## config.mk

```make
export PLATFORM = sky130hd
export DESIGN_NAME = row_mac_flat
export DESIGN_NICKNAME = d
export VERILOG_FILES = /design/src/logic/conv_pkg.sv /design/src/logic/window_if.sv /design/src/logic/row_mac.sv /design/src/flat_wrapper.sv
export VERILOG_INCLUDE_DIRS = /design/src /design/src/include
export SDC_FILE = /design/constraint.sdc
export NUM_CORES = 2
export LEC_CHECK = 0
export ABC_AREA = 1
export ABC_CLOCK_PERIOD_IN_PS = 1000
export BUFFER_PORTS_ARGS = -buffer_cell sky130_fd_sc_hd__buf_2
export CORE_ASPECT_RATIO = 0.8
export CORE_MARGIN = 2
export CORE_UTILIZATION = 45
export CTS_CLUSTER_SIZE = 12
export DETAILED_ROUTE_END_ITERATION = 12
export GPL_TIMING_DRIVEN = 0
export MAX_ROUTING_LAYER = met4
export PLACE_DENSITY = 0.64
export SLEW_MARGIN = 25
export SYNTH_ARGS = -nofsm -noshare
export SYNTH_HDL_FRONTEND = slang
export SYNTH_SLANG_ARGS = --single-unit
```

## constraint.sdc

```tcl
create_clock -name clk -period 1 [get_ports clk]
set_clock_uncertainty 0.05 [all_clocks]
set_input_delay 0.1 -clock clk [delete_from_list [all_inputs] [get_ports clk]]
set_output_delay 0.1 -clock clk [all_outputs]
set_load 0.01 [all_outputs]
```

## src/include/conv_config.svh

```systemverilog
`ifndef CONV_CONFIG_SVH
`define CONV_CONFIG_SVH

////////////////////////////////////////////////////////////////////////////
// layer shape
////////////////////////////////////////////////////////////////////////////

`define CONV_DATA_WIDTH        16  // one fm / weight / bias word
`define CONV_KERNEL            3   // kernel side K
`define CONV_FM_SIZE           8   // input fm side
`define CONV_FM_DEPTH          4   // input depth slices
`define CONV_KERNEL_COUNT      2
`define CONV_STRIDE            1
`define CONV_OUT_SIZE          6   // (FM_SIZE - K) / STRIDE + 1

////////////////////////////////////////////////////////////////////////////
// datapath and memory widths
////////////////////////////////////////////////////////////////////////////

`define CONV_ACC_WIDTH         40  // wide enough for the sum over depth
`define CONV_LAYER_ADDR_WIDTH  19
`define CONV_WEIGHT_ADDR_WIDTH 10

`endif

```

## src/logic/conv_pkg.sv

```systemverilog
`include "conv_config.svh"

package conv_pkg;

    // signed fixed point words
    typedef logic signed [`CONV_DATA_WIDTH-1:0] data_t;
    typedef logic signed [`CONV_ACC_WIDTH-1:0]  acc_t;

    typedef logic [`CONV_LAYER_ADDR_WIDTH-1:0]  layer_addr_t;
    typedef logic [`CONV_WEIGHT_ADDR_WIDTH-1:0] weight_addr_t;

    // tap c sits at bits c*16 upward
    typedef data_t [`CONV_KERNEL-1:0] tap_row_t;

    // one weight RAM word holds a whole K x K slice
    typedef union packed {
        logic [`CONV_KERNEL*`CONV_KERNEL*`CONV_DATA_WIDTH-1:0] flat;  // raw RAM word
        tap_row_t [`CONV_KERNEL-1:0]                           rows;  // row r at r*48
    } weight_slice_u;

endpackage

```

## src/logic/window_if.sv

```systemverilog
`timescale 1ns/100ps
`include "conv_config.svh"

interface window_if;
    import conv_pkg::*;

    logic                        win_valid;    // one cycle per complete window
    tap_row_t [`CONV_KERNEL-1:0] fm_rows;
    weight_slice_u               weights;
    data_t                       bias;         // bias of the current kernel
    logic                        first_depth;
    logic                        last_depth;

    modport fetch (
        output win_valid, fm_rows, weights, bias, first_depth, last_depth
    );

    modport lane (
        input win_valid, fm_rows, weights
    );

    modport accum (
        input win_valid, bias, first_depth, last_depth
    );

endinterface

```

## src/logic/row_mac.sv

```systemverilog
`timescale 1ns/100ps
`include "conv_config.svh"

module row_mac #(
    parameter int ROW = 0  // kernel row served by this lane
) (
    input  logic           clk,
    input  logic           convRst,
    window_if.lane         win,
    output conv_pkg::acc_t row_sum,
    output logic           row_valid
);
    import conv_pkg::*;

    localparam int K = `CONV_KERNEL;

    acc_t sum_c;

    // sum of the K products of this row
    always_comb begin : row_dot
        data_t                                fm_tap;
        data_t                                wt_tap;
        logic signed [2*`CONV_DATA_WIDTH-1:0] prod;
        sum_c = '0;
        for (int c = 0; c < K; c++) begin
            fm_tap = win.fm_rows[ROW][c];
            wt_tap = win.weights.rows[ROW][c];
            prod   = fm_tap * wt_tap;        // 32 bit signed product
            sum_c  = sum_c + acc_t'(prod);
        end
    end

    always_ff @(posedge clk or posedge convRst) begin
        if (convRst)
            row_valid <= 1'b0;
        else
            row_valid <= win.win_valid;
    end

    always_ff @(posedge clk) begin
        if (win.win_valid)
            row_sum <= sum_c;
    end

endmodule

```

## src/flat_wrapper.sv

```systemverilog
// flat-port wrapper written by rule: the top's interface ports become plain ports
module row_mac_flat import conv_pkg::*;
#(
    parameter int ROW = 0                                   
)
  (clk, convRst, row_sum, row_valid, win_win_valid, win_fm_rows, win_weights);
  window_if win_i ();
  input  logic clk;
  input  logic convRst;
  output conv_pkg::acc_t row_sum;
  output logic row_valid;
  input wire logic [$bits(win_i.win_valid)-1:0] win_win_valid;
  input wire logic [$bits(win_i.fm_rows)-1:0] win_fm_rows;
  input wire logic [$bits(win_i.weights)-1:0] win_weights;
  assign win_i.win_valid = win_win_valid;
  assign win_i.fm_rows = win_fm_rows;
  assign win_i.weights = win_weights;
  row_mac #(.ROW(ROW)) u_core (.clk(clk), .convRst(convRst), .win(win_i), .row_sum(row_sum), .row_valid(row_valid));
endmodule
```

==> results_dict.tcl <==
set metrics [dict create \
    dieArea_um2 75800 \
    grt_antenna_before_repair 2 \
    grt_max_degree 36 \
    setup_ws_ns -5.99 \
    critPathMaxFanout 5 \
    path_class "primary input to register" \
    synth_area_leaders "fa_1, inv_1, nand2_1" \
    ios 332 \
    gr-total-overflow 0 \
    grt_first_pass_wirelength_um 155000 \
    crit_path_start_kind "primary input" \
    drc 0 \
    drive_above_1_share 0.214 \
    num_vias 25000 \
    crit_required_ns 1.00 \
    critPathCaptureType "register" \
    chipWidth_um 307 \
    period_share 6.99 \
    die_h_um 247 \
    place_congestion 1.00 \
    synthDistinctLibCells 36 \
    yosysTopAreaCell "fa_1" \
    finalHoldViolations 0 \
    dr.first_iter.drc_count 1893 \
    synth_top_area_share 0.563 \
    fp.coreArea_um2 72400 \
    grt_usage 0.283 \
    period_minus_slack_ns 6.99 \
    min_path_type "primary input to async pin" \
    synth_edf_count 34 \
    grt_pass1_vias 26700 \
    syn_nets 5358 \
    crit_arrival_ns 6.99 \
    violations "setup timing" \
    syn_avg_cell_area_um2 8.42 \
    cts_max_path_buffers 2 \
    start_util 0.457 \
    cpPeakStageDelay_ns 0.55 \
    clk_pin_slew_worst_paths_ns 0.06 \
    synth_area_um2 33100 \
    firstDrtPassIters 5 \
    antenna_left 0 \
    relSlewSlack 0.455 \
    synth-seq-cells 35 \
    async_flop_share 0.0286 \
    synthFlopType "edfxtp_1" \
    synth-seq-area-share 0.0316 \
    finalNetCount 5612 \
    setup-violations-final 41 \
    numCtsBuffers 5 \
    critPathMostFrequentCell "fa_1" \
    htreeDepth 2 \
    max_freq_ghz 0.143 \
    cts_sinks 35 \
    port_buffers 71 \
    rows 88 \
    syn2layout_area_growth_pct 23.9 \
    synth_commonest_cells "inv_1, fa_1, nand2_1" \
    vias_per_cell 4.86 \
    post_drt_wl_per_cell_um 19.4 \
    dp.final_hpwl_um 85600 \
    postSynthCellCount 3934 \
    synth.most_common_cell "inv_1" \
    drt-total-wl_um 99500 \
    cap_violations 0 \
    status "finished, violations left" \
    fin_hold_ws_ns 0.139 \
    cts_tree "yes" \
    slew_violations 0 \
    worstMarginPinSlew_ns 0.818 \
    grt_setup_unrepaired "yes" \
    ys_warn_count 0 \
    cpMaxStageDelayCell "fa_1" \
    clockRootBuffer "clkbuf_16" \
]
==> critical path, delay by kind of cell <==
kind          cells  cell delay (ns)
fa+ha+maj        10             4.79
buf+inv          11             0.88
simple gates     10             1.18
==> layout by cell type, fill, tap and decap left out, types with 8 or more instances in the layout <==
| master | n |
|---|---|
| a21oi_2 | 12 |
| a21oi_4 | 13 |
| buf_12 | 21 |
| buf_2 | 45 |
| buf_4 | 126 |
| buf_6 | 63 |
| buf_8 | 21 |
| clkbuf_16 | 71 |
| clkbuf_2 | 15 |
| clkbuf_4 | 21 |
| clkbuf_8 | 37 |
| edfxtp_1 | 34 |
| fa_1 | 873 |
| fa_2 | 59 |
| ha_1 | 145 |
| ha_4 | 56 |
| inv_1 | 1339 |
| inv_2 | 111 |
| inv_4 | 11 |
| nand2_1 | 787 |
| nand2_2 | 55 |
| nand2_4 | 34 |
| nand2_8 | 8 |
| nand3_1 | 27 |
| nand3_2 | 10 |
| nand4_1 | 10 |
| nor2_1 | 26 |
| nor2_2 | 10 |
| nor2_4 | 31 |
| or2_2 | 16 |
| or2_4 | 9 |
| xor2_1 | 23 |
==> metal layers <==
metal  routed length (um)  global-route usage  vias up
met5                    0                   -        -
met4                 2210              0.0515        0
met2                47300               0.449      912
met1                40800               0.389    12800
met3                 9050              0.0495       96
li1                     -                   -    11100
==> through the flow <==
step	setup slack [ns]	TNS, ns	area [um^2]	util	std cells
after floorplan	-5.59	-160.50	34800	-	3934
after global placement	-6.94	-198.46	36400	0.502	4950
after detailed placement	-6.95	-199.83	36400	0.502	4950
after CTS	-6.08	-169.25	39700	0.548	5060
after global routing	-6.22	-175.16	41000	0.567	5136
final	-5.99	-170.40	41000	0.567	5136
==> final cells by class <==
type                       instances  area (um^2)
fill                            6483        31400
multi-input combinational       2261        28000
inverter                        1468         5560
buffer                           170         2780
timing repair buffer             247         2270
tap                              945         1180
sequential                        35         1050
clock buffer                       5          125
clock inverter                     3         43.8
antenna                            2         5.00
==> state kept, by name (all words and copies together), names as in the netlist <==
name              count
u_core.row_valid      1
u_core.row_sum       34
==> worst paths after layout <==
kind                            startpoint            endpoint  slack [ns]  cells past startpoint
setup / recovery           win_weights[15]  u_core.row_sum[38]       -5.99                     31
hold / removal                     convRst    u_core.row_valid        0.14                      3
max in group asynchronous          convRst    u_core.row_valid        0.67                      3
min in group clk             win_win_valid    u_core.row_valid        0.32                      1
==> logic make-up (layout without fill, tap and decap cells) <==
| family | Yosys count | after routing | synth area share |
|---|---|---|---|
| other | 0 | 2 | 0 |
| buffers and inverters | 1638 | 1893 | 0.186 |
| adders and majority gates | 1133 | 1133 | 0.639 |
| and+or+nand+nor | 1040 | 1040 | 0.125 |
| DFF | 35 | 35 | 0.0316 |
| xor gates and xnor gates | 29 | 29 | 0.00766 |
| AOI/OAI and AO/OA | 59 | 59 | 0.0105 |
==> repair_timing <==
item	CTS	global route
buffers inserted	97	73
pin swaps	208	185
endpoints found under the setup margin	41	41
hold buffers	1	0
gates cloned	5	2
endpoints found under the hold margin	1	0
gates resized for setup	512	260
Power is not shown: default switching activity piles up to over one toggle a cycle in this logic, so the estimate is an artifact.
