## config.mk

```make
export PLATFORM = sky130hd
export DESIGN_NAME = window_fetch_flat
export DESIGN_NICKNAME = d
export VERILOG_FILES = /design/src/logic/conv_pkg.sv /design/src/logic/window_if.sv /design/src/logic/window_fetch.sv /design/src/flat_wrapper.sv
export VERILOG_INCLUDE_DIRS = /design/src /design/src/include
export SDC_FILE = /design/constraint.sdc
export NUM_CORES = 1
export LEC_CHECK = 0
export ABC_CLOCK_PERIOD_IN_PS = 4400
export BUFFER_PORTS_ARGS = -buffer_cell sky130_fd_sc_hd__buf_2
export CORE_AREA = 2 2 216 218
export CTS_BUF_LIST = sky130_fd_sc_hd__clkbuf_16
export CTS_CLUSTER_DIAMETER = 40
export DETAILED_ROUTE_END_ITERATION = 6
export DIE_AREA = 0 0 218 220
export PLACE_DENSITY_LB_ADDON = 0.15
export SYNTH_ARGS = -nofsm -noshare
export SYNTH_HDL_FRONTEND = slang
export SYNTH_SLANG_ARGS = --single-unit
```

## constraint.sdc

```tcl
create_clock -name clk -period 4.4 [get_ports clk]
set_input_delay 0 -clock clk [delete_from_list [all_inputs] [get_ports clk]]
set_output_delay 0 -clock clk [all_outputs]
set_load 0.05 [all_outputs]
```

## src/include/conv_config.svh

```systemverilog
`ifndef CONV_CONFIG_SVH
`define CONV_CONFIG_SVH

////////////////////////////////////////////////////////////////////////////
// layer shape
////////////////////////////////////////////////////////////////////////////

`define CONV_DATA_WIDTH        16  // one fm / weight / bias word
`define CONV_KERNEL            3   // kernel side K
`define CONV_FM_SIZE           8   // input fm side
`define CONV_FM_DEPTH          4   // input depth slices
`define CONV_KERNEL_COUNT      2
`define CONV_STRIDE            1
`define CONV_OUT_SIZE          6   // (FM_SIZE - K) / STRIDE + 1

////////////////////////////////////////////////////////////////////////////
// datapath and memory widths
////////////////////////////////////////////////////////////////////////////

`define CONV_ACC_WIDTH         40  // wide enough for the sum over depth
`define CONV_LAYER_ADDR_WIDTH  19
`define CONV_WEIGHT_ADDR_WIDTH 10

`endif

```

## src/logic/conv_pkg.sv

```systemverilog
`include "conv_config.svh"

package conv_pkg;

    // signed fixed point words
    typedef logic signed [`CONV_DATA_WIDTH-1:0] data_t;
    typedef logic signed [`CONV_ACC_WIDTH-1:0]  acc_t;

    typedef logic [`CONV_LAYER_ADDR_WIDTH-1:0]  layer_addr_t;
    typedef logic [`CONV_WEIGHT_ADDR_WIDTH-1:0] weight_addr_t;

    // tap c sits at bits c*16 upward
    typedef data_t [`CONV_KERNEL-1:0] tap_row_t;

    // one weight RAM word holds a whole K x K slice
    typedef union packed {
        logic [`CONV_KERNEL*`CONV_KERNEL*`CONV_DATA_WIDTH-1:0] flat;  // raw RAM word
        tap_row_t [`CONV_KERNEL-1:0]                           rows;  // row r at r*48
    } weight_slice_u;

endpackage

```

## src/logic/window_if.sv

```systemverilog
`timescale 1ns/100ps
`include "conv_config.svh"

interface window_if;
    import conv_pkg::*;

    logic                        win_valid;    // one cycle per complete window
    tap_row_t [`CONV_KERNEL-1:0] fm_rows;
    weight_slice_u               weights;
    data_t                       bias;         // bias of the current kernel
    logic                        first_depth;
    logic                        last_depth;

    modport fetch (
        output win_valid, fm_rows, weights, bias, first_depth, last_depth
    );

    modport lane (
        input win_valid, fm_rows, weights
    );

    modport accum (
        input win_valid, bias, first_depth, last_depth
    );

endinterface

```

## src/logic/window_fetch.sv

```systemverilog
`timescale 1ns/100ps
`include "conv_config.svh"

module window_fetch (
    input  logic                    clk,
    input  logic                    convRst,
    input  logic                    start,
    input  conv_pkg::layer_addr_t   in_base,
    output logic                    fm_rd_en,
    output conv_pkg::layer_addr_t   fm_rd_addr,
    input  conv_pkg::data_t         fm_rd_data,
    output logic                    wt_rd_en,
    output conv_pkg::weight_addr_t  wt_rd_addr,
    input  conv_pkg::weight_slice_u wt_rd_data,
    output logic                    bias_rd_en,
    output conv_pkg::weight_addr_t  bias_rd_addr,
    input  conv_pkg::data_t         bias_rd_data,
    window_if.fetch                 win,
    output logic                    busy
);
    import conv_pkg::*;

    localparam int K       = `CONV_KERNEL;
    localparam int FM      = `CONV_FM_SIZE;
    localparam int FM_AREA = FM * FM;
    localparam int DEPTH   = `CONV_FM_DEPTH;
    localparam int OUT     = `CONV_OUT_SIZE;
    localparam int KCOUNT  = `CONV_KERNEL_COUNT;
    localparam int STRIDE  = `CONV_STRIDE;

    logic        active;
    logic        gap;         // spare slot after the last tap read
    logic [7:0]  ker_cnt;
    logic [7:0]  y_cnt;
    logic [7:0]  x_cnt;
    logic [7:0]  dep_cnt;
    logic [3:0]  r_cnt;       // tap row inside the window
    logic [3:0]  c_cnt;       // tap column
    logic [3:0]  r_q;
    logic [3:0]  c_q;
    logic        fm_pend;     // read data arrives this cycle
    logic        wt_pend;
    logic        bias_pend;
    logic        first_tap;
    logic        step_end;
    logic        layer_end;
    layer_addr_t in_base_q;

    assign first_tap = active && !gap && r_cnt == 0 && c_cnt == 0;
    assign step_end  = active && gap;
    assign layer_end = step_end && ker_cnt == KCOUNT - 1 && y_cnt == OUT - 1
                       && x_cnt == OUT - 1 && dep_cnt == DEPTH - 1;

    ////////////////////////////////////////////////////////////////////////////
    // read requests
    ////////////////////////////////////////////////////////////////////////////

    assign fm_rd_en   = active && !gap;
    assign fm_rd_addr = in_base_q
                        + layer_addr_t'(dep_cnt * FM_AREA)
                        + layer_addr_t'((y_cnt * STRIDE + r_cnt) * FM)
                        + layer_addr_t'(x_cnt * STRIDE + c_cnt);

    assign wt_rd_en     = first_tap;  // whole slice in one word
    assign wt_rd_addr   = weight_addr_t'(ker_cnt * DEPTH + dep_cnt);
    assign bias_rd_en   = first_tap && dep_cnt == 0 && y_cnt == 0 && x_cnt == 0;
    assign bias_rd_addr = weight_addr_t'(ker_cnt);

    assign busy = active;

    // nested loops kernel > y > x > depth > tap
    always_ff @(posedge clk or posedge convRst) begin
        if (convRst) begin
            active  <= 1'b0;
            gap     <= 1'b0;
            ker_cnt <= '0;
            y_cnt   <= '0;
            x_cnt   <= '0;
            dep_cnt <= '0;
            r_cnt   <= '0;
            c_cnt   <= '0;
        end else if (start && !active) begin
            active  <= 1'b1;
            gap     <= 1'b0;
            ker_cnt <= '0;
            y_cnt   <= '0;
            x_cnt   <= '0;
            dep_cnt <= '0;
            r_cnt   <= '0;
            c_cnt   <= '0;
        end else if (active) begin
            if (!gap) begin
                if (c_cnt == K - 1) begin
                    c_cnt <= '0;
                    if (r_cnt == K - 1) begin
                        r_cnt <= '0;
                        gap   <= 1'b1;
                    end else begin
                        r_cnt <= r_cnt + 1'b1;
                    end
                end else begin
                    c_cnt <= c_cnt + 1'b1;
                end
            end else begin
                gap <= 1'b0;
                if (layer_end)
                    active <= 1'b0;
                if (dep_cnt == DEPTH - 1) begin
                    dep_cnt <= '0;
                    if (x_cnt == OUT - 1) begin
                        x_cnt <= '0;
                        if (y_cnt == OUT - 1) begin
                            y_cnt   <= '0;
                            ker_cnt <= ker_cnt + 1'b1;
                        end else begin
                            y_cnt <= y_cnt + 1'b1;
                        end
                    end else begin
                        x_cnt <= x_cnt + 1'b1;
                    end
                end else begin
                    dep_cnt <= dep_cnt + 1'b1;
                end
            end
        end
    end

    ////////////////////////////////////////////////////////////////////////////
    // capture of returned words
    ////////////////////////////////////////////////////////////////////////////

    always_ff @(posedge clk or posedge convRst) begin
        if (convRst) begin
            fm_pend         <= 1'b0;
            wt_pend         <= 1'b0;
            bias_pend       <= 1'b0;
            win.win_valid   <= 1'b0;
            win.first_depth <= 1'b0;
            win.last_depth  <= 1'b0;
        end else begin
            fm_pend         <= fm_rd_en;
            wt_pend         <= wt_rd_en;
            bias_pend       <= bias_rd_en;
            win.win_valid   <= step_end;  // last tap landed this cycle
            win.first_depth <= dep_cnt == 0;
            win.last_depth  <= dep_cnt == DEPTH - 1;
        end
    end

    always_ff @(posedge clk) begin
        r_q <= r_cnt;
        c_q <= c_cnt;
        if (start && !active)
            in_base_q <= in_base;
        if (fm_pend)
            win.fm_rows[r_q][c_q] <= fm_rd_data;
        if (wt_pend)
            win.weights <= wt_rd_data;
        if (bias_pend)
            win.bias <= bias_rd_data;  // held for every step of the kernel
    end

    // every fm read stays inside the input map
    a_read_in_map: assert property (@(posedge clk) disable iff (convRst)
        fm_rd_en |-> layer_addr_t'(fm_rd_addr - in_base_q) < FM_AREA * DEPTH);

endmodule

```

## src/flat_wrapper.sv

```systemverilog
// flat-port wrapper written by rule: the top's interface ports become plain ports
module window_fetch_flat import conv_pkg::*;
  (clk, convRst, start, in_base, fm_rd_en, fm_rd_addr, fm_rd_data, wt_rd_en, wt_rd_addr, wt_rd_data, bias_rd_en, bias_rd_addr, bias_rd_data, busy, win_win_valid, win_fm_rows, win_weights, win_bias, win_first_depth, win_last_depth);
  window_if win_i ();
  input  logic clk;
  input  logic convRst;
  input  logic start;
  input  conv_pkg::layer_addr_t in_base;
  output logic fm_rd_en;
  output conv_pkg::layer_addr_t fm_rd_addr;
  input  conv_pkg::data_t fm_rd_data;
  output logic wt_rd_en;
  output conv_pkg::weight_addr_t wt_rd_addr;
  input  conv_pkg::weight_slice_u wt_rd_data;
  output logic bias_rd_en;
  output conv_pkg::weight_addr_t bias_rd_addr;
  input  conv_pkg::data_t bias_rd_data;
  output logic busy;
  output wire logic [$bits(win_i.win_valid)-1:0] win_win_valid;
  output wire logic [$bits(win_i.fm_rows)-1:0] win_fm_rows;
  output wire logic [$bits(win_i.weights)-1:0] win_weights;
  output wire logic [$bits(win_i.bias)-1:0] win_bias;
  output wire logic [$bits(win_i.first_depth)-1:0] win_first_depth;
  output wire logic [$bits(win_i.last_depth)-1:0] win_last_depth;
  assign win_win_valid = win_i.win_valid;
  assign win_fm_rows = win_i.fm_rows;
  assign win_weights = win_i.weights;
  assign win_bias = win_i.bias;
  assign win_first_depth = win_i.first_depth;
  assign win_last_depth = win_i.last_depth;
  window_fetch u_core (.clk(clk), .convRst(convRst), .start(start), .in_base(in_base), .fm_rd_en(fm_rd_en), .fm_rd_addr(fm_rd_addr), .fm_rd_data(fm_rd_data), .wt_rd_en(wt_rd_en), .wt_rd_addr(wt_rd_addr), .wt_rd_data(wt_rd_data), .bias_rd_en(bias_rd_en), .bias_rd_addr(bias_rd_addr), .bias_rd_data(bias_rd_data), .win(win_i), .busy(busy));
endmodule
```

==> results of run 1 <==
-- timing repair --
item	CTS	global route
endpoints found under the hold margin	378	0
gates resized for setup	56	6
pin swaps	25	11
endpoints found under the setup margin	12	12
hold buffers	197	0
buffers inserted	5	3
-- logic make-up (layout without fill, tap and decap cells) --
group                      after synthesis  after routing
and+or+nand+nor                        177            177
buffers and inverters                   52            929
DFF                                    379            379
AOI/OAI and AO/OA                      119            119
adders and majority gates               70             70
xor gates and xnor gates                41             41
other                                    1              3
-- worst max-delay path, cell delays in order, from the launching register on --
cell and delay [ns]:
dfrtp_1 0.35, ha_2 0.19, inv_2 0.04, fa_2 0.34
nor2b_1 0.12, o21ai_1 0.07, nand2b_1 0.12, nand3_2 0.11
xnor2_2 0.18, fa_1 0.56, fa_1 0.45, ha_4 0.29
o211ai_1 0.10, o211a_1 0.28, o311ai_4 0.27, a22oi_2 0.13
o21ai_1 0.14, buf_4 0.13, xor2_2 0.14, buf_6 0.18
-- routing by layer --
| metal | share of wire [%] | global-route usage [%] | vias up |
|---|---|---|---|
| li1 | - | - | 4810 |
| met1 | 39 | 20.6 | 5058 |
| met2 | 51 | 30.3 | 341 |
| met3 | 6.8 | 4.62 | 87 |
| met4 | 2.6 | 5.58 | 2 |
| met5 | 0.028 | 0 | - |
-- synthesized netlist by cell type (5+ instances only) --
cell type	count	share of area (%)
xor2_1	18	1.1
a21oi_1	21	0.73
o31ai_1	7	0.37
nor2_1	49	1.3
dfxtp_1	8	1.1
dfrtp_1	48	8.4
o21a_1	5	0.26
nor2b_1	8	0.35
o21ai_0	46	1.6
fa_1	16	2.2
nand3_1	23	0.80
nor3_1	9	0.31
edfxtp_1	323	68
xnor2_1	23	1.4
a21o_1	11	0.58
inv_1	37	0.97
nand2b_1	8	0.35
ha_1	54	4.7
clkbuf_1	6	0.16
buf_4	6	0.31
nand2_1	39	1.0
and3_1	9	0.39
-- state kept, by name, summed over array words and instances, names as in the netlist, 4 cells and up --
name	flops
u_core.ker_cnt	8
u_core.c_cnt	4
u_core.r_cnt	4
u_core.dep_cnt	8
u_core.win.bias	16
u_core.in_base_q	19
u_core.r_q	4
u_core.win.weights	144
u_core.win.fm_rows	144
u_core.c_q	4
u_core.x_cnt	8
u_core.y_cnt	8
-- cell type report --
type	count	share of cell area, %
flip-flops and latches	379	50.0
repair buffers	791	23.2
multi-input cells	409	14.8
clock buffers	55	6.22
well taps	607	3.43
clock inverters	45	1.76
inverters	38	0.644
diodes	1	0.0113
-- final timing paths --
kind                                 start                endpoint  slack (ns)
setup / recovery           u_core.c_cnt[0]          fm_rd_addr[17]       -0.35
min in group asynchronous          convRst          u_core.wt_pend        0.19
hold reg to reg            u_core.r_cnt[3]           u_core.r_q[3]        0.51
max in group asynchronous          convRst          u_core.wt_pend        3.71
setup reg to reg               u_core.busy       u_core.ker_cnt[2]        1.68
hold / removal              wt_rd_data[77]  u_core.win.weights[77]        0.13
-- through the flow --
stage / cells / TNS (ns) / cell area (sq um) / hold slack (ns) / worst slack [ns]
after floorplan: 840 / -0.0758 / 14400 / 0.0989 / -0.0536
after global placement: 2021 / -0.0420 / 18100 / 0.176 / -0.0420
after detailed placement: 2021 / -0.101 / 18100 / 0.178 / -0.0685
after CTS: 2322 / -2.48 / 22100 / 0.0880 / -0.411
after global routing: 2325 / -5.28 / 22100 / 0.0959 / -0.636
final: 2325 / -2.04 / 22100 / 0.133 / -0.349
-- power groups by stage --
| stage | Combinational (mW) | Sequential (mW) | Clock [mW] |
|---|---|---|---|
| after CTS | 5.16 | 4.46 | 4.28 |
| final | 5.19 | 4.45 | 4.16 |
| after detailed placement | 4.59 | 4.53 | 0 |
| after global routing | 5.58 | 4.49 | 4.44 |
| after floorplan | 2.65 | 5.10 | 0 |
| after global placement | 4.59 | 4.52 | 0 |
==> key figures, run 1 <==
Status
  – Status: finished, violations left
  – Failing checks: setup timing

Timing
  – Final setup viols: 11
  – Fmax: roughly 0.21 GHz
  – Minimum clock period after layout: ~4.7 ns
  – Max Slew Vio Count: 0
  – Relative slew slack: 28.5%
  – Worst setup margin: -0.349 ns
  – Fin crit share: 108%
  – Slew of the pin with the lowest slew margin: 1.07 ns
  – Clock Skews: 0.0118 ns
  – Hold Vio Cnt, Final: 0
  – RSZ-0062 raised after global routing: true

Die
  – Die W: around 220 microns
  – Top Ports: 548
  – Vert. Die Dim: around 220 microns
  – Row count: 79
  – Die area: between 0.04 and 0.05 sq mm
  – Core area: approximately 0.046 sq mm
  – Initial Util: between 30% and 40%

Detailed routing
  – Detailed Route WL: 43.2 mm
  – DRC Markers: 0
  – Drt first pass iters: 4
  – Drt via density: 4.43
  – Routed len/inst: 18.6 microns
  – Post-route ant nets: 0
  – Vias post-DR: about 10000
  – Starting DRT DRC Count: between 500 and 600

Run
  – Max cap viols: 0

Cells and area
  – Leading cell types in the layout, fill and taps excluded: buf_2 (534), edfxtp_1 (323), dlygate4sd3_1 (197)
  – Final core occ: between 40% and 50%
  – Final nets: just under 2000
  – Commonest non-fill, non-tap cell in the layout: buf_2
  – Share of cells above drive strength 1: between 40% and 50%
  – Multi-input gate area: ~0.0033 sq mm
  – # fillers: 4095
  – Area growth from synthesis to layout: 54.8%
  – Register area: 0.0111 sq mm

Yosys
  – Synth Area in XOR/XNOR: between 2 and 3%
  – Main combinational cell family by area after synthesis: adder cells
  – Post-synthesis compound-gate area fraction: around 5.4%
  – Ys async rst share: 12.7%
  – Post-synthesis sequential area ratio: 77.3%
  – Simple-gate share of the synthesized area: under 10%
  – Ys Warns: 0
  – Synth Area in Adders: under 10%
  – Primary FF master, synth: edfxtp_1
  – FF+latch count, synth: 379
  – Count of cell types in the netlist: 62
  – Synthesized area: roughly 0.014 sq mm
  – Post-synthesis cell count: ~840
  – EDFF count, synth: about 320
  – Mux cell area share after synthesis: 0%
  – Avg Synthesized Cell Area: 17.1 sq um

Clock tree
  – Maximum root-to-sink buffer count: 3
  – CTS Buf Count: 53
  – CTS tree: built
  – CTS sink count: between 300 and 400
  – Worst-skew pair later-pin latency: 0.58 ns
  – Clk root buf: clkbuf_16
  – H-tree depth: 2
  – Worst-path clk slew: 0.06 ns

Placed design
  – Final GP Congestion: ~0.91
  – Post-DP HPWL: 31.1 mm
  – Port buffer count: ~550

Min path
  – Hold WC Path Type: in -> reg
  – Hold Path Depth: 2

GRT
  – First-pass GRT wire length: roughly 62 mm
  – GRT Overall Usage: 17.3%
  – Largest net degree at the start of global routing: 71
  – GRT overflow: 0
  – Antenna violations before repair: 3
  – Vias in the first global route: roughly 10000

Pwr
  – Pint: about 8.5 mW
  – Switching portion of total power: between 30% and 40%
  – Clock power frac: ~30%
  – Sw Pwr: roughly 5.3 mW
  – Seq pwr share: 32.3%
  – Combinational share of power: between 30 and 40%
  – Pwr dens: slightly above 600 mW/mm^2
  – Peak supply drop: 0.920 mV
  – Total Power: 13.8 mW
  – Leakage: 9.21 nW

Setup path
  – Worst Path Required: 4.40 ns
  – CP max FO: 3
  – Worst reg2reg path depth: 7
  – WP data arrival: about 4.8 ns
  – Setup Crit Path Kind: reg -> out
  – Crit. End Element: primary output
  – CP Launch Type: register
(Power assumes the default switching activity.)
==> inputs of run 2 (changes only) <==
--- a/config.mk
+++ b/config.mk
@@ -14,6 +14,7 @@
 export DETAILED_ROUTE_END_ITERATION = 6
 export DIE_AREA = 0 0 218 220
 export PLACE_DENSITY_LB_ADDON = 0.15
+export REMOVE_ABC_BUFFERS = 1
 export SYNTH_ARGS = -nofsm -noshare
 export SYNTH_HDL_FRONTEND = slang
 export SYNTH_SLANG_ARGS = --single-unit
==> run 2 against run 1 <==
The run still ends with setup timing left. Die area is the same. Clock skew grew 0.011 ns. First-iteration DRC count is 10% lower. Critical path type unchanged. Largest cell class unchanged.
==> key figures, run 2 (synthesis results as in run 1) <==
Cells and area
  – Final core occ: 49.2% (+0.89 points)
  – Share of cells above drive strength 1: 44.5% (+1.2 points)
  – # fillers: 4067 (-0.68%)
  – Leading cell types in the layout, fill and taps excluded: buf_2 (533), edfxtp_1 (323), dlygate4sd3_1 (197)
  – Area growth from synthesis to layout: 57.6%
  – Ant. Diodes: 0 (-1)
  – Commonest non-fill, non-tap cell in the layout: buf_2
  – Final nets: 1958 (+0.93%)
  – Largest registers: u_core.win.fm_rows: 144 flops, u_core.win.weights: 144 flops, u_core.in_base_q: 19 flops

Timing
  – Fin crit share: 109% (+1.3 points)
  – Fmax: 0.208 GHz (-1.2%)
  – Minimum clock period after layout: 4.81 ns (+0.0575 ns)
  – Slew of the pin with the lowest slew margin: 1.10 ns (+0.0294 ns)
  – Worst hold margin: 0.103 ns (-0.0299 ns)
  – Relative slew slack: 26.6% (-2.0 points)
  – Max Slew Vio Count: 0 (unchanged)
  – Final setup viols: 10 (-1)
  – Hold Vio Cnt, Final: 0 (unchanged)
  – Worst setup margin: -0.407 ns (-0.0575 ns)
  – RSZ-0062 raised after global routing: true
  – Clock Skews: 0.0229 ns (+0.0111 ns)

Status
  – Failing checks: setup timing
  – Status: finished, violations left

Clock tree
  – CTS sink count: 379 (unchanged)
  – Maximum root-to-sink buffer count: 3 (unchanged)
  – Worst-skew pair later-pin latency: 0.60 ns (+0.02 ns)
  – H-tree depth: 2 (unchanged)
  – CTS tree: built
  – CTS Buf Count: 58 (+9.4%)
  – Worst-path clk slew: 0.06 ns (about the same)
  – Clk root buf: clkbuf_16

Run
  – Max cap viols: 0 (unchanged)

Pwr
  – Switching portion of total power: 37.8% (-0.32 points)
  – Pint: 9.09 mW (+6.3%)
  – Leakage: 9.41 nW (+2.2%)
  – Peak supply drop: 0.684 mV (-26%)
  – Total Power: 14.6 mW (+5.8%)
  – Pwr dens: 648 mW/mm^2 (+3.9%)
  – Seq pwr share: 30.4% (-1.9 points)
  – Clock power frac: 32.1% (+2.0 points)
  – Combinational share of power: 37.4% (-0.2 points)
  – Sw Pwr: 5.52 mW (+4.9%)

Setup path
  – Buf/Inv on CP: 6 (+3)
  – Crit. End Element: primary output
  – Worst path most repeated cell: buf_4
  – CP Cell Sequence: ha_2 -> fa_2 -> a21o_1 -> a21oi_2 -> buf_4 -> xnor2_2 -> fa_1 -> inv_1 -> fa_1 -> inv_2 -> ha_4 -> buf_6 -> o211ai_1 -> o211ai_1 -> a21oi_2 -> o21ai_2 -> buf_4 -> xor2_1 -> buf_4
  – Slowest stage delay, CP: 0.54 ns (-0.02 ns)
  – Setup Crit Path Kind: reg -> out
  – Worst Path Required: 4.40 ns (about the same)
  – CP Launch Type: register
  – WP data arrival: 4.81 ns (+0.06 ns)
  – Crit path max-delay family: adder cells
  – Slowest-stage cell, CP: fa_1
  – CP max FO: 3 (unchanged)

Die
  – Top Ports: 548 (unchanged)
  – Die W: 218 microns (unchanged)
  – Die area: 0.0480 sq mm (unchanged)
  – Vert. Die Dim: 220 microns (unchanged)
  – Initial Util: 31.2% (unchanged)
  – Core area: 0.0459 sq mm (unchanged)
  – Row count: 79 (unchanged)

Placed design
  – Port buffer count: 545 (unchanged)
  – Final GP Congestion: 0.952 (+4.9%)
  – Post-DP HPWL: 33.0 mm (+6.1%)
  – Worst slack, placed: -0.0311 ns (+0.0374 ns)

GRT
  – Largest net degree at the start of global routing: 74 (+4.2%)
  – GRT Overall Usage: 18.1% (+0.80 points)
  – Vias in the first global route: 10200 (-0.91%)
  – First-pass GRT wire length: 64.1 mm (+3.5%)
  – GRT overflow: 0 (unchanged)
  – Antenna violations before repair: 1 (-2)

Detailed routing
  – Routed len/inst: 19.2 microns (+3.2%)
  – Detailed Route WL: 45.0 mm (+4.1%)
  – Post-route ant nets: 0 (unchanged)
  – Starting DRT DRC Count: 532 (-10%)
  – DRC Markers: 0 (unchanged)
  – Drt first pass iters: 4 (unchanged)
  – Vias post-DR: 10400 (+0.76%)
  – Drt via density: 4.42 (-0.19%)

Min path
  – Hold WC Path Type: in -> reg
## run 2: cell types whose count changed in the layout (fill, tap and decap cells not counted), moves of 4 or more
cell	change
inv_6	+6
inv_1	-4
xor2_2	-4
clkinv_4	+4
clkinv_2	-5
buf_4	+10
xor2_1	+4
clkbuf_16	+4
## run 2: power by group through the flow
stage | combinational [mW] | sequential (mW) | clock [mW]
after floorplan | 2.57 | 5.14 | 0
after global routing | 5.82 | 4.48 | 4.98
after detailed placement | 4.70 | 4.52 | 0
after global placement | 4.71 | 4.51 | 0
after CTS | 5.11 | 4.45 | 4.82
final | 5.47 | 4.44 | 4.69
## run 2: path summary, 6_finish.rpt
kind                                       from  slack (ns)  depth (start not counted)                      end
worst max-delay path            u_core.r_cnt[0]       -0.41                         19           fm_rd_addr[16]
worst min-delay path            wt_rd_data[138]        0.10                          2  u_core.win.weights[138]
worst max register to register      u_core.busy        1.51                          8        u_core.ker_cnt[2]
worst min register to register  u_core.c_cnt[2]        0.51                          1            u_core.c_q[2]
max in group asynchronous               convRst        3.74                          4           u_core.wt_pend
min in group asynchronous               convRst        0.15                          4           u_core.fm_pend
## run 2: layout make-up
| class | count | area, sq um | area share [%] |
|---|---|---|---|
| tap | 607 | 759 | 3.37 |
| multi-input combinational | 409 | 3290 | 14.6 |
| clock inverter | 51 | 559 | 2.48 |
| clock buffer | 59 | 1480 | 6.55 |
| sequential | 379 | 11100 | 49.1 |
| timing repair buffer | 804 | 5260 | 23.3 |
| inverter | 38 | 143 | 0.632 |
## run 2: per-stage QoR
step	cells	area, sq um	TNS, ns
global route	2347	22600	-4.79
CTS	2338	22300	-2.57
finish	2347	22600	-2.53
detailed placement	2028	18100	-0.0682
global placement	2028	18100	-0.123
floorplan	826	14200	-0.824
## run 2: routing by layer
layer / share of wire [%] / global-route usage (%) / routed length, microns / up-vias
met2: 50 / 31.0 / 22600 / 363
met5: 0 / 0 / 0 / -
met1: 40 / 22.1 / 17900 / 5073
li1: - / - / - / 4856
met3: 7.3 / 4.55 / 3300 / 84
met4: 2.7 / 6.44 / 1220 / 0
## run 2: timing repair
action / 4_1_cts / 5_1_grt
gates resized for setup: 46 / 32
endpoints found under the setup margin: 12 / 12
pin swaps: 25 / 27
hold endpoints to repair: 378 / 0
setup buffers: 3 / 9
hold buffers: 197 / 0
## run 2: worst reg2reg max path, stage by stage (launching register included)
cell and delay, ns:
dfrtp_1 0.35, buf_4 0.19, nand2b_1 0.23, inv_2 0.44, nor2_2 0.21, a211oi_4 0.62
nand2_1 0.36, o21ai_0 0.25, o21ai_0 0.10
==> inputs of run 3 (changes only) <==
--- a/config.mk
+++ b/config.mk
@@ -6,7 +6,7 @@
 export SDC_FILE = /design/constraint.sdc
 export NUM_CORES = 1
 export LEC_CHECK = 0
-export ABC_CLOCK_PERIOD_IN_PS = 4400
+export ABC_CLOCK_PERIOD_IN_PS = 5700
 export BUFFER_PORTS_ARGS = -buffer_cell sky130_fd_sc_hd__buf_2
 export CORE_AREA = 2 2 216 218
 export CTS_BUF_LIST = sky130_fd_sc_hd__clkbuf_16
==> constraint.sdc (replaced) <==
create_clock -name clk -period 5.7 [get_ports clk]
set_input_delay 0 -clock clk [delete_from_list [all_inputs] [get_ports clk]]
set_output_delay 0 -clock clk [all_outputs]
set_load 0.05 [all_outputs]
==> run 3 against run 2 <==
The run now ends clean. Die area unchanged. Critical path depth down 1. Setup slack better by 0.80 ns. Via count down 2.6%. Core utilization down 1.7 points. Clock skew about the same. Power down 28%. Non-clock buffer count down 54. Largest cell class unchanged. Largest power group is now the clock network.
==> key figures, run 3 (synthesis results as in run 1) <==
Status
  – Status: finished, final reports clean

Timing
  – Max Slew Vio Count: 0 (unchanged)
  – RSZ-0062 raised after global routing: false
  – Slew of the pin with the lowest slew margin: 1.14 ns (+0.0365 ns)
  – Fmax: 0.189 GHz
  – Clock Skews: 0.0233 ns (+0.000474 ns)
  – Final setup viols: 0 (-10)
  – Fin crit share: 93.0%
  – Relative slew slack: 24.1% (-2.4 points)
  – Post-Route Setup TNS: 0 ns (+2.53 ns)
  – Hold Vio Cnt, Final: 0 (unchanged)
  – Minimum clock period after layout: ~5.3 ns

Detailed routing
  – Post-route ant nets: 0 (unchanged)
  – DRC Markers: 0 (unchanged)
  – Drt first pass iters: 5 (+1)
  – Vias post-DR: 10100 (-2.6%)
  – Routed len/inst: 19.5 microns (+1.7%)
  – Starting DRT DRC Count: 513 (-3.6%)
  – Detailed Route WL: 44.6 mm (-0.96%)
  – Drt via density: 4.42 (about the same)

Setup path
  – CP Cell Sequence: ha_1 -> a21o_1 -> a21oi_1 -> nor2b_1 -> o21ai_0 -> xnor2_1 -> fa_1 -> inv_1 -> fa_1 -> inv_1 -> ha_1 -> o21a_1 -> o31ai_1 -> o311ai_2 -> a22oi_1 -> o21ai_0 -> xor2_1 -> buf_2
  – Setup Crit Path Kind: reg -> out
  – CP Launch Type: register
  – Crit. End Element: primary output
  – CP max FO: 9 (+6)
  – Worst Path Required: 5.70 ns (+1.30 ns)
  – Slowest-stage cell, CP: fa_1
  – Slowest stage delay, CP: 0.52 ns (-0.02 ns)
  – WP data arrival: 5.30 ns (+0.49 ns)

Min path
  – Hold WC Path Type: in -> reg

Clock tree
  – Clk root buf: clkbuf_16
  – CTS sink count: 379 (unchanged)
  – Worst-skew pair later-pin latency: 0.60 ns (about the same)
  – H-tree depth: 2 (unchanged)
  – Worst-path clk slew: 0.06 ns (about the same)
  – Maximum root-to-sink buffer count: 3 (unchanged)
  – CTS Buf Count: 56 (-3.4%)
  – CTS tree: built

Cells and area
  – Area growth from synthesis to layout: 52.1%
  – Final core occ: 47.5% (-1.7 points)
  – Final nets: 1902 (-2.9%)
  – Share of cells above drive strength 1: 40.1% (-4.4 points)
  – Commonest non-fill, non-tap cell in the layout: buf_2
  – Leading cell types in the layout, fill and taps excluded: buf_2 (545), edfxtp_1 (323), dlygate4sd3_1 (197)
  – Ant. Diodes: 0 (unchanged)
  – Largest registers: u_core.win.fm_rows: 144 flops, u_core.win.weights: 144 flops, u_core.in_base_q: 19 flops

Die
  – Vert. Die Dim: 220 microns (unchanged)
  – Initial Util: 31.2% (unchanged)
  – Top Ports: 548 (unchanged)
  – Core area: 0.0459 sq mm (unchanged)
  – Die area: 0.0480 sq mm (unchanged)
  – Row count: 79 (unchanged)
  – Die W: 218 microns (unchanged)

GRT
  – First-pass GRT wire length: 63.6 mm (-0.82%)
  – GRT overflow: 0 (unchanged)
  – Vias in the first global route: 10200 (-0.64%)
  – Antenna violations before repair: 1 (unchanged)
  – GRT Overall Usage: 18.0% (-0.11 points)
  – Largest net degree at the start of global routing: 67 (-9.5%)

Placed design
  – Port buffer count: 545 (unchanged)
  – Final GP Congestion: 0.900 (-5.5%)
  – Post-DP HPWL: 32.8 mm (-0.69%)

Pwr
  – Leakage: 9.03 nW (-4.1%)
  – Peak supply drop: 0.481 mV (-30%)
  – Pwr dens: 480 mW/mm^2 (-26%)

Run
  – Max cap viols: 0 (unchanged)
-- run 3: cell count changes in the layout (fill, tap and decap cells not counted), sizes merged --
cell      delta
clkinv       +1
clkbuf       -4
clkinvlp     +2
inv         -10
bufinv       +3
buf         -53
-- run 3: timing repair --
action                    in CTS  in global routing
setup buffers                  0                  0
hold endpoints to repair     379                  0
hold buffers                 197                  0
gates resized for setup        0                  0
-- run 3: cell type report --
type / count / area (sq um)
multi-input combinational: 409 / 3050
timing repair buffer: 750 / 4760
tap: 607 / 759
sequential: 379 / 11100
inverter: 38 / 143
fill: 4079 / 24100
clock inverter: 47 / 582
clock buffer: 56 / 1400
-- run 3: metrics by stage --
stage / total power, mW / worst slack, ns / instances / area, sq um / hold slack (ns)
final: 10.4 / 0.398 / 2286 / 21800 / 0.103
after detailed placement: 6.84 / 1.03 / 1986 / 17800 / 0.178
after CTS: 10.6 / 0.367 / 2286 / 21800 / 0.0598
after global placement: 6.84 / 1.02 / 1986 / 17800 / 0.176
after global routing: 10.9 / 0.0193 / 2286 / 21800 / 0.0806
after floorplan: 5.95 / 1.06 / 826 / 14200 / 0.0989
-- run 3: final timing paths --
kind                                      start                      to  slack, ns  cells past startpoint
max in group asynchronous               convRst          u_core.wt_pend       5.03                      4
worst min register to register  u_core.r_cnt[2]           u_core.r_q[2]       0.48                      0
worst max-delay path            u_core.r_cnt[1]          fm_rd_addr[17]       0.40                     18
min in group asynchronous               convRst          u_core.fm_pend       0.16                      4
worst max register to register      u_core.busy       u_core.ker_cnt[3]       2.42                      7
worst min-delay path             wt_rd_data[80]  u_core.win.weights[80]       0.10                      2
-- run 3: critical path: cells and delay by family, from the launching register on --
family,cells,cell delay (ns)
compound gates,8,1.71
xor+xnor,2,0.31
flops,1,0.48
simple gates,1,0.10
buf+inv,3,0.38
fa+ha+maj,4,1.72
-- run 3: where the power goes --
group | leakage, nW | switching, mW | total (mW) | internal (mW)
Sequential | 3.59 | 0.179 | 3.45 | 3.28
Combinational | 4.48 | 2.47 | 3.42 | 0.942
Clock | 0.958 | 1.31 | 3.58 | 2.27
Total | 9.03 | 3.96 | 10.4 | 6.49
-- run 3: routing by layer --
metal,GRT usage [%],part of all wire (%),wire [microns],up-vias
li1,-,-,-,4738
met1,21.6,40,17700,4910
met2,30.8,50,22300,371
met3,5.30,8.1,3610,82
met4,5.96,2.3,1050,2
met5,0,0.029,13,-
